<file path="src/fetch_pkg.sv">
`default_nettype none

package fetch_pkg;

   ////////////////////
   // Widths
   ////////////////////

   // Instruction, PC and data words
   localparam int unsigned WORD_W = 32;

   // Upload address, data region flag on top
   localparam int unsigned UPG_AW = 15;
   localparam int unsigned UPG_DATA_BIT = 14;

   // Sequential PC increment
   localparam logic [WORD_W-1:0] PC_STEP = 32'd4;

   typedef logic [WORD_W-1:0] word_t;
   typedef logic [UPG_AW-1:0] upg_addr_t;

   ////////////////////
   // Packets
   ////////////////////

   // Redirect fields from the EX/MEM register
   typedef struct packed {
      logic  branch;
      logic  zero;
      logic  jump;
      logic  jalr;
      word_t alu_result;
      word_t imm32;
      word_t mem_pc;
   } ex_mem_redirect_t;

   // Fetch output toward IF/ID
   typedef struct packed {
      logic  valid;
      word_t pc;
      word_t pc4;
      word_t inst;
   } if_id_t;

   // One upload write
   typedef struct packed {
      logic      wen;
      upg_addr_t adr;
      word_t     dat;
   } upg_req_t;

   // Loader modes
   typedef enum logic {
      LD_PROGRAM = 1'b0,
      LD_RUN     = 1'b1
   } loader_state_t;

endpackage

`default_nettype wire

</file>
<file path="src/prog_loader.sv">
`default_nettype none

module prog_loader #(
   parameter int IMEM_AW = 14
) (
   input  logic                 clk,
   input  logic                 rstn,
   input  logic                 upg_rst_i,
   input  logic                 upg_done_i,
   input  fetch_pkg::upg_req_t  upg_i,
   output logic                 imem_we_o,
   output logic [IMEM_AW-1:0]   imem_waddr_o,
   output fetch_pkg::word_t     imem_wdata_o,
   output logic                 run_o,
   output logic                 restart_o
);

   import fetch_pkg::*;

   loader_state_t state_q;
   loader_state_t state_d;

   logic run_req;
   logic restart_q;

   // Registered upload write
   logic               wr_en_q;
   logic [IMEM_AW-1:0] wr_idx_q;
   word_t              wr_dat_q;

   ////////////////////
   // Mode FSM
   ////////////////////

   // Run while the uploader is held off or has finished
   assign run_req = upg_rst_i | upg_done_i;

   always_comb begin
      state_d = state_q;
      case (state_q)
         LD_PROGRAM: begin
            if (run_req) begin
               state_d = LD_RUN;
            end
         end
         LD_RUN: begin
            if (!run_req) begin
               state_d = LD_PROGRAM;
            end
         end
         default: state_d = LD_PROGRAM;
      endcase
   end

   // Out of reset the FSM steps into run with a restart when allowed
   always_ff @(posedge clk) begin
      if (!rstn) begin
         state_q   <= LD_PROGRAM;
         restart_q <= 1'b0;
      end else begin
         state_q   <= state_d;
         // One pulse on entry to run mode
         restart_q <= (state_q == LD_PROGRAM) && (state_d == LD_RUN);
      end
   end

   assign run_o     = (state_q == LD_RUN);
   assign restart_o = restart_q;

   ////////////////////
   // Write path
   ////////////////////

   // Data region words and run mode requests never reach the RAM
   always_ff @(posedge clk) begin
      if (!rstn) begin
         wr_en_q <= 1'b0;
      end else begin
         wr_en_q <= upg_i.wen & ~upg_i.adr[UPG_DATA_BIT] & ~run_req;
      end
   end

   // Word index is the low address bits
   always_ff @(posedge clk) begin
      wr_idx_q <= upg_i.adr[IMEM_AW-1:0];
      wr_dat_q <= upg_i.dat;
   end

   assign imem_we_o    = wr_en_q;
   assign imem_waddr_o = wr_idx_q;
   assign imem_wdata_o = wr_dat_q;

   // Write pipe and FSM must agree on the mode
   a_no_write_run: assert property (
      @(posedge clk) disable iff (!rstn)
      (state_q == LD_RUN) |-> !imem_we_o
   );

endmodule

`default_nettype wire
</file>
<file path="config.mk">
export PLATFORM = sky130hd
export DESIGN_NAME = prog_loader
export DESIGN_NICKNAME = d
export VERILOG_FILES = /design/src/fetch_pkg.sv /design/src/prog_loader.sv
export SDC_FILE = /design/constraint.sdc
export NUM_CORES = 1
export LEC_CHECK = 0
export CAP_MARGIN = 20
export CELL_PAD_IN_SITES_DETAIL_PLACEMENT = 0
export CELL_PAD_IN_SITES_GLOBAL_PLACEMENT = 1
export CORE_ASPECT_RATIO = 0.9
export CORE_MARGIN = 8
export CORE_UTILIZATION = 40
export DETAILED_ROUTE_END_ITERATION = 8
export DONT_BUFFER_PORTS = 1
export PLACE_DENSITY_LB_ADDON = 0.05
export SKIP_LAST_GASP = 1
export SYNTH_ARGS = -nofsm -noshare
export SYNTH_HDL_FRONTEND = slang
export SYNTH_SLANG_ARGS = --single-unit
</file>
<file path="constraint.sdc">
create_clock -name clk -period 0.8 [get_ports clk]
set_input_delay 0.04 -clock clk [delete_from_list [all_inputs] [get_ports clk]]
set_output_delay 0.04 -clock clk [all_outputs]
set_load 0.03 [all_outputs]
</file>
==> impl_metrics.tcl <==
set metrics [dict create \
    clock_skew_ns 0.0005781 \
    stdcell_count 142 \
    crit_family "flip-flops" \
    gp_congestion 0.6945 \
    crit_type "reg2out" \
    cts_tree "built" \
    via_per_inst 4.430 \
    clkTransAtPathRegs_ns 0.12 \
    rr_worst_depth 2 \
    hold_path.class "in2reg" \
    n_antenna_cell 0 \
    fin_crit_ns 0.8585 \
    finalSetupViolCount 2 \
    path_buf_inv 1 \
    rows 17 \
    drc 0 \
    drive_gt1_share_pct 51.75 \
    clk_path_buf_depth 2 \
    grt_usage_pct 13.49 \
    yosys_warnings 0 \
    tritoncts.num_buffers 5 \
    die_area_mm2 0.004399 \
    fmax_mhz 1165 \
    status "finished, violations left" \
    cts.root.buffer_cell "clkbuf_4" \
    crit_fanout 2 \
    antenna_found_initial 0 \
    synth-seq-cells 49 \
    syn_area_mm2 0.001012 \
    netlist_instances 53 \
    area_growth_pct 78.74 \
    grt_max_degree 15 \
    crit_required_ns 0.76 \
    placed_cell_area_mm2 0.001055 \
    cp-start-kind "flop" \
    dpl.cell_count 82 \
    synth_nets 105 \
    die_width_um 69.03 \
    hold_violations 0 \
    clock-sinks 49 \
    timing.final.ws_setup_ns -0.05850 \
    vdd_ir_drop_max_mv 1.845 \
    violations "negative setup slack" \
    synthTopCellsByCount "dfxtp_1, nand2_1, nor2b_4, nor4_1, o21a_1" \
    slew_viol_final 0 \
    drt_iter0_drc 34 \
    end_kind "output port" \
    final_nets 165 \
    crit_slowest_cell "dfxtp_2" \
    arrival_ns 0.82 \
    grt_pass1_wl_um 4526 \
    routed_wl_um 2943 \
    via_count 629 \
    synth_edf_count 0 \
    core_mm2 0.002425 \
    grt_pass1_vias 776 \
    fillers 145 \
    yosys.area.top_type "dfxtp_1" \
    htree_levels 2 \
    detail_route.wl_per_cell_um 20.73 \
    tightest_slew_ns 0.1871 \
    io_pins 101 \
    slew_headroom_pct 87.41 \
    critical_path_depth 1 \
    ant_nets 0 \
    path_cells "buf_6" \
    regArea_mm2 0.001162 \
    synth.most_common_cell "dfxtp_1" \
    synthTopCellsByArea "dfxtp_1, nor2b_4, o21a_1, nor4_1, nand2_1" \
    hold_depth 1 \
    synth.top_cell.area_share_pct 96.91 \
    synthFlopType "dfxtp_1" \
    initial_core_util_pct 41.74 \
    ys_seq_area_share_pct 96.91 \
    synthArstFlopShare_pct 0 \
    clk_latency_ns 0.34 \
    multi_input_area_um2 31.28 \
    port-buffer-count 0 \
    fin_area_mm2 0.001809 \
    yosysUniqueCellTypes 5 \
    grt_overflow 0 \
    die_h_um 63.73 \
    max_cap_viol_count 0 \
    syn_area_per_cell_um2 19.10 \
    p_leak_nw 0.6976 \
    slowest_delay_ns 0.35 \
    p_per_area_mw_per_mm2 2241 \
    firstDrtPassIters 2 \
    rsz0062_at_grt "yes" \
    fin_crit_sh_pct 107.3 \
]
## cells in the final DEF, fill, tap and decap left out
cell type	instances
dlygate4sd3_1	51
clkinv_2	2
clkbuf_1	1
nor2b_4	1
buf_6	1
clkbuf_4	5
nand2_1	1
o21a_1	1
buf_4	1
nor4_1	1
dfxtp_4	48
dfxtp_2	1
## power breakdown
group,internal (mW),switching [mW],total (mW)
logic,0.183,0.0515,0.234
registers,2.51,0.316,2.83
clock network,0.336,0.658,0.994
## worst register-to-register path: cells and delay by family, from the launching register on
family	cells	cell delay, ns
flip-flops	1	0.34
buffers and inverters	1	0.13
AND/OR/NAND/NOR	1	0.09
## state kept, by name (all words and copies together), names as in the netlist
signal        cells
imem_wdata_o     32
run_o             1
imem_we_o         1
imem_waddr_o     14
restart_o         1
## cell type report
class	count	share of cell area, %
clock inverters	2	0.5532
flip-flops and latches	49	64.25
clock buffers	6	2.282
repair buffers	53	29.25
multi-input cells	4	1.729
well taps	28	1.936
## per-stage QoR
step                hold slack, ns  utilization, %  power, mW  worst slack [ns]  TNS (ns)
floorplan                  0.06772               -      2.939            0.1001         0
global placement           0.06780           43.50      2.976            0.2299         0
detailed placement         0.06777           43.50      2.975            0.2206         0
CTS                         0.2187           74.61      4.089          -0.07412   -0.4737
global route                0.1942           74.61      4.271           -0.1211    -2.335
finish                      0.2393           74.61      4.054          -0.05850  -0.05861
## worst paths after layout
path	start	end	slack [ns]
min	upg_i[15]	imem_wdata_o[15]	0.24
max	run_o	run_o	-0.06
min reg2reg	run_o	restart_o	0.52
max reg2reg	run_o	restart_o	0.19
## kinds of logic (layout without fill, tap and decap cells)
| group | count (synthesis) | count (layout) | synth area share [%] |
|---|---|---|---|
| simple gates | 3 | 3 | 2.348 |
| compound gates | 1 | 1 | 0.7419 |
| buf+inv | 0 | 61 | 0 |
| flops | 49 | 49 | 96.91 |
## what timing repair did
| action | CTS | global route |
|---|---|---|
| pin swaps | 0 | 0 |
| hold buffers | 51 | 0 |
| hold endpoints to repair | 49 | 0 |
| resized for setup | 98 | 0 |
| buffers inserted | 1 | 0 |
| setup endpoints to repair | 49 | 49 |
## routing by layer
layer	GRT usage (%)	wire length (um)	part of all wire, %
met3	10.49	391	13
met2	24.86	1705	58
met5	0	0	0
met4	6.138	27	0.92
met1	9.954	818	28
Power figures use the tool's default switching activity.
