--- config.mk ---
export PLATFORM = sky130hd
export DESIGN_NAME = pc_gen
export DESIGN_NICKNAME = d
export VERILOG_FILES = /design/src/fetch_pkg.sv /design/src/pc_gen.sv
export SDC_FILE = /design/constraint.sdc
export NUM_CORES = 1
export LEC_CHECK = 0
export ABC_AREA = 1
export BUFFER_PORTS_ARGS = -buffer_cell sky130_fd_sc_hd__buf_4
export CAP_MARGIN = 20
export CORE_MARGIN = 4
export CORE_UTILIZATION = 50
export CTS_CLUSTER_DIAMETER = 40
export CTS_CLUSTER_SIZE = 28
export DETAILED_ROUTE_END_ITERATION = 8
export PLACE_DENSITY = 0.8
export SYNTH_ARGS = -nofsm -noshare
export SYNTH_HDL_FRONTEND = slang
export SYNTH_SLANG_ARGS = --single-unit
--- constraint.sdc ---
create_clock -name clk -period 5.4 [get_ports clk]
set_input_delay 0.81 -clock clk [delete_from_list [all_inputs] [get_ports clk]]
set_output_delay 0.81 -clock clk [all_outputs]
set_load 0.01 [all_outputs]
--- src/fetch_pkg.sv ---
`default_nettype none

package fetch_pkg;

   ////////////////////
   // Widths
   ////////////////////

   // Instruction, PC and data words
   localparam int unsigned WORD_W = 32;

   // Upload address, data region flag on top
   localparam int unsigned UPG_AW = 15;
   localparam int unsigned UPG_DATA_BIT = 14;

   // Sequential PC increment
   localparam logic [WORD_W-1:0] PC_STEP = 32'd4;

   typedef logic [WORD_W-1:0] word_t;
   typedef logic [UPG_AW-1:0] upg_addr_t;

   ////////////////////
   // Packets
   ////////////////////

   // Redirect fields from the EX/MEM register
   typedef struct packed {
      logic  branch;
      logic  zero;
      logic  jump;
      logic  jalr;
      word_t alu_result;
      word_t imm32;
      word_t mem_pc;
   } ex_mem_redirect_t;

   // Fetch output toward IF/ID
   typedef struct packed {
      logic  valid;
      word_t pc;
      word_t pc4;
      word_t inst;
   } if_id_t;

   // One upload write
   typedef struct packed {
      logic      wen;
      upg_addr_t adr;
      word_t     dat;
   } upg_req_t;

   // Loader modes
   typedef enum logic {
      LD_PROGRAM = 1'b0,
      LD_RUN     = 1'b1
   } loader_state_t;

endpackage

`default_nettype wire

--- src/pc_gen.sv ---
`default_nettype none

module pc_gen #(
   parameter int IMEM_AW = 14,
   parameter fetch_pkg::word_t RESET_PC = '0
) (
   input  logic                          clk,
   input  logic                          rstn,
   input  logic                          run_i,
   input  logic                          restart_i,
   input  logic                          pause_i,
   input  fetch_pkg::ex_mem_redirect_t   redirect_i,
   output logic [IMEM_AW-1:0]            imem_raddr_o,
   input  fetch_pkg::word_t              imem_rdata_i,
   output fetch_pkg::if_id_t             fetch_o,
   output logic                          flush_o
);

   import fetch_pkg::*;

   // PC currently being issued to memory
   word_t pc_q;
   // PC of the instruction now on the memory output
   word_t pkt_pc_q;
   logic  pkt_valid_q;

   logic  take_bj;
   logic  taken;
   logic  hold;
   word_t target;

   ////////////////////
   // Redirect decode
   ////////////////////

   // Taken branch or jump uses the PC relative target
   assign take_bj = (redirect_i.branch & redirect_i.zero) | redirect_i.jump;
   assign taken   = take_bj | redirect_i.jalr;

   // Branch and jump win over jalr
   assign target = take_bj ? (redirect_i.mem_pc + redirect_i.imm32)
                           : {redirect_i.alu_result[WORD_W-1:1], 1'b0};

   // Wrong path squash, only while running
   assign flush_o = run_i & taken;

   // Stall only without a redirect
   assign hold = pause_i & ~taken;

   ////////////////////
   // PC register
   ////////////////////

   always_ff @(posedge clk) begin
      if (!rstn) begin
         pc_q        <= RESET_PC;
         pkt_valid_q <= 1'b0;
      end else if (!run_i || restart_i) begin
         // Upload or restart, park at the boot address
         pc_q        <= RESET_PC;
         pkt_valid_q <= 1'b0;
      end else if (taken) begin
         // In-flight fetch is on the wrong path
         pc_q        <= target;
         pkt_valid_q <= 1'b0;
      end else if (!pause_i) begin
         pc_q        <= pc_q + PC_STEP;
         pkt_valid_q <= 1'b1;
      end
   end

   // Follows the memory read by one cycle
   always_ff @(posedge clk) begin
      if (!hold) begin
         pkt_pc_q <= pc_q;
      end
   end

   ////////////////////
   // Memory side
   ////////////////////

   // On a stall re-read the word on the output so inst stays put
   assign imem_raddr_o = hold ? pkt_pc_q[IMEM_AW+1:2] : pc_q[IMEM_AW+1:2];

   // Instruction comes straight from the RAM output register
   assign fetch_o.valid = pkt_valid_q;
   assign fetch_o.pc    = pkt_pc_q;
   assign fetch_o.pc4   = pkt_pc_q + PC_STEP;
   assign fetch_o.inst  = imem_rdata_i;

   ////////////////////
   // Checks
   ////////////////////

   // Redirect targets must keep word alignment
   a_pc_aligned: assert property (
      @(posedge clk) disable iff (!rstn)
      pc_q[1:0] == 2'b00
   );

   // Restart comes with the first run cycle so no packet leaves for two cycles
   a_idle_after_prog: assert property (
      @(posedge clk) disable iff (!rstn)
      !run_i |=> !fetch_o.valid ##1 !fetch_o.valid
   );

endmodule

`default_nettype wire

==> out/results.md <==
| Parameter | Reported |
|:---|:---|
| Result of the run | finished clean |
| Max stage delay on crit path | 0.42 ns |
| Min-Delay Path Class | reg -> reg |
| End point of the worst hold path | pkt_pc_q[1]$_DFFE_PN_ |
| Count of final setup violators | 0 |
| CP Class | in -> out |
| Critical Path Slowest Stage Cell | sky130_fd_sc_hd__inv_2 |
| Post-cts sizing count | 0 |
| Post-layout nets | 1366 |
| Global-route wire length before repair | 30700 um |
| Total routed wire length on the met1 layer | 7950 um |
| Area share of and/or/nand/nor cells after synthesis | 34.3% |
| Total power | 1620 uW |
| Synth Area in Adders | 6.59% |
| Number of distinct library cell variants in the gate-level netlist after synthesis | 38 |
| Fin. max-slew vios | 0 |
| Mean post-synth cell area | 6.24 um2 |
| Post-synthesis net count | 1224 |
| Top routing layer in use | met4 |
| Element type at the critical path end | output pin |
| Routed WL | 19300 um |
| H-tree levels | 3 |
| Max Fanout on Critical Path | 47 |
| Cell-by-cell listing of the critical path | buf_4, nand2_1, inv_1, nor2_1, buf_4, inv_1, buf_4, nor2_2, inv_2, nor2_2, buf_4, inv_2, buf_12, nand2_1, o21ai_0, buf_4 |
| Leakage power summed over all cells | 0.00403 uW |
| Normalized max-slew margin | 27.8% |
| Ratio of cells with drive above 1 in the final layout | 18.4% |
| Clock slew at the register clock pins of the worst setup and hold paths | 0.05 ns |
| CP Data Arrival Time | 3.20 ns |
| Reg2reg path depth | 11 |
| Die height | 123 um |
| Post-Place Cell Area | 7840 um2 |
| Cell Rows | 41 |
| Endpoint of the most critical register-to-register path | pc_q[28]$_SDFFE_PP0N_ |
| Cell count of the worst hold path | 0 |
| Synth Area in Compound Gates | 13.7% |
| Number of post-CTS setup repair buffers | 0 |
| Starting DRC count in detailed routing | 354 |
| Utilization after layout | 64.0% |
| Number of vias per cell | 5.11 |
| Yosys Warn Count | 0 |
| Clk_lat worst skew | 0.33 ns |
| Inserted Clock Buffers | 9 |
| Mapped Cells | 1053 |
| Dominant combinational cell family by area after synthesis | simple AND/OR/NAND/NOR gates |
| Die Footprint | 15000 um2 |
| Met2 Wirelength | 9370 um |
| Pin count of the biggest net entering global routing | 72 |
| HPWL Detailed | 15900 um |
| Sort of element at the start of the critical path | primary input |
| Number of buffers added on ports | 183 |
| Final worst-path cycle share | 74.3% |
| FF-to-FF Start | pc_q[3]$_SDFFE_PP0N_ |
| Sequential-to-total area share from yosys stat | 24.7% |
| Total number of vias | 7009 |
| Top-level port count | 249 |
| Setup slack, reg-to-reg | 3.24 ns |
| Number of synthesized register bits | 65 |
| Yosys top cell by area | sky130_fd_sc_hd__nand2_1 |
| Synth top area share | 16.5% |
| Total overflow reported by the global router | 0 |
| Required time reported for the critical path endpoint | 4.59 ns |
| Worst Hold Launch | pc_q[1]$_SDFFE_PP0P_ |
| Setup Skew | 0.00631 ns |
| CP dominant cell by count | sky130_fd_sc_hd__buf_4 |
| Average routed wire per standard cell | 14.1 um |
| Fraction of synthesized cell area in xor and xnor cells | 7.47% |
| Core area | 12700 um2 |
| CTS tree | done |
| Dominant cells by area after synthesis | sky130_fd_sc_hd__nand2_1 17%, sky130_fd_sc_hd__edfxtp_1 15%, sky130_fd_sc_hd__dfxtp_1 10%, sky130_fd_sc_hd__inv_1 7.8%, sky130_fd_sc_hd__nor2_1 7.3% |
| Number of hold violations in the final report | 0 |
| Area growth from synthesis to final layout | 24.0% |
| Initial DRT Pass Iterations | 5 |
| Clock net sink count | 65 |
| Number of inserted diodes | 0 |
| Routability congestion estimate | 0.964 |
| Setup TNS | 0 ns |
| Quantity of hold-fixing buffers added after cts | 0 |
| Number of antenna violations at the first check in global routing | 0 |
| IR Drop Worst-Case VDD | 0.119 mV |
| Initial Util | 51.6% |
| Min cycle time layout | 4.01 ns |
| Portion of netlist area occupied by mux cells | 0% |
| Unrepaired setup endpoints after global routing | false |
| Post-route DRC violation count | 0 |
| Upper clock frequency limit | 249 MHz |
| Root cell of the clock tree | sky130_fd_sc_hd__clkbuf_16 |
| Synth Cell Area | 6570 um2 |
| Power density of the placed cells | 198 nW/um2 |
| MaxCap Viol Count | 0 |
| Non-Filler Cell Area, Final | 8140 um2 |
| Number of global-route vias before repair | 6421 |
| Die span in x | 123 um |
| Routed Antenna Nets | 0 |
| Transition time of the tightest slew-check pin | 1.08 ns |
| Max Buffers Root-to-Sink | 2 |
| Met3 wirelength from detailed routing | 1610 um |
| Overall track demand over capacity in global routing | 25.6% |
-- critical path: cells and delay by family --
family,cells,cell delay (ns)
simple gates,5,0.30
buf+inv,10,1.98
compound gates,1,0.08
-- routing by layer --
metal | GRT usage (%) | up-vias
li1 | - | 3654
met1 | 33.2 | 3036
met2 | 44.6 | 291
met3 | 3.41 | 28
met4 | 7.00 | 0
met5 | 0 | -
-- per-stage QoR --
stage	setup WS (ns)	std cells	hold slack [ns]
after floorplan	1.81	1053	0.408
after global placement	1.20	1355	0.417
after detailed placement	1.13	1355	0.424
after CTS	1.12	1371	0.436
after global routing	1.17	1372	0.456
final	1.39	1372	0.434
-- power breakdown --
group	internal (uW)	switching, uW	total (uW)
clock	354	191	545
combinational	211	279	491
sequential	545	34.7	580
total	1110	505	1620
-- state kept, by name, indices dropped and copies added (netlist names) --
signal / cells
pkt_pc_q: 32
pkt_valid_q: 1
pc_q: 32
-- cell usage in the layout, fill, tap and decap left out, types with 2 or more instances in the layout --
cell type	synthesis	layout
sky130_fd_sc_hd__a21oi_1	65	65
sky130_fd_sc_hd__a31oi_1	5	5
sky130_fd_sc_hd__a41oi_1	2	2
sky130_fd_sc_hd__and2_1	2	2
sky130_fd_sc_hd__buf_4	35	187
sky130_fd_sc_hd__clkbuf_1	13	3
sky130_fd_sc_hd__clkbuf_16	0	9
sky130_fd_sc_hd__clkinv_2	0	2
sky130_fd_sc_hd__dfxtp_1	33	33
sky130_fd_sc_hd__edfxtp_1	32	32
sky130_fd_sc_hd__ha_1	33	33
sky130_fd_sc_hd__inv_1	137	136
sky130_fd_sc_hd__inv_2	1	2
sky130_fd_sc_hd__nand2_1	289	289
sky130_fd_sc_hd__nand2_2	5	5
sky130_fd_sc_hd__nand3_1	53	53
sky130_fd_sc_hd__nand4_1	17	17
sky130_fd_sc_hd__nor2_1	127	125
sky130_fd_sc_hd__nor2_2	2	4
sky130_fd_sc_hd__nor2_4	5	5
sky130_fd_sc_hd__nor3_1	24	24
sky130_fd_sc_hd__nor4_1	3	3
sky130_fd_sc_hd__o211ai_1	2	2
sky130_fd_sc_hd__o21ai_0	84	84
sky130_fd_sc_hd__o21bai_1	8	8
sky130_fd_sc_hd__xnor2_1	18	18
sky130_fd_sc_hd__xor2_1	38	38
-- how the worst max path moves through the flow --
stage	from	to	slack (ns)	cells after the start
after floorplan	redirect_i[99]	imem_raddr_o[12]	1.81	10
after global placement	redirect_i[99]	imem_raddr_o[12]	1.20	14
after detailed placement	redirect_i[99]	imem_raddr_o[12]	1.13	15
after CTS	redirect_i[99]	imem_raddr_o[12]	1.12	15
after global routing	redirect_i[99]	imem_raddr_o[12]	1.17	16
final	redirect_i[99]	imem_raddr_o[12]	1.39	16
-- layout make-up --
type                       count  area [um2]
inverter                     138         518
sequential                    65        1620
clock buffer                  12         236
multi-input combinational    793        4090
clock inverter                 4        43.8
tap                          172         215
fill                        1255        4580
timing repair buffer         188        1420
-- Yosys cell counts (all sizes together) --
cell type	count
or2	1
clkbuf	13
nand3	54
nor3b	1
a21oi	65
a22oi	1
o21ai	84
o21bai	8
nor4	3
nor3	26
dfxtp	33
fa	1
ha	33
nand2	294
a41oi	2
xor2	38
inv	138
and2	2
buf	44
a21o	1
nor2	134
a31oi	5
nand4	18
a221oi	1
o211ai	2
xnor2	18
edfxtp	32
a32oi	1
-- kinds of logic (layout without fill, tap and decap cells) --
logic type                 after synthesis  after routing
xor gates and xnor gates                56             56
buffers and inverters                  195            342
adders and majority gates               34             34
AOI/OAI and AO/OA                      170            170
DFF                                     65             65
and+or+nand+nor                        533            533
No activity file was read; power rests on OpenSTA's default activity.
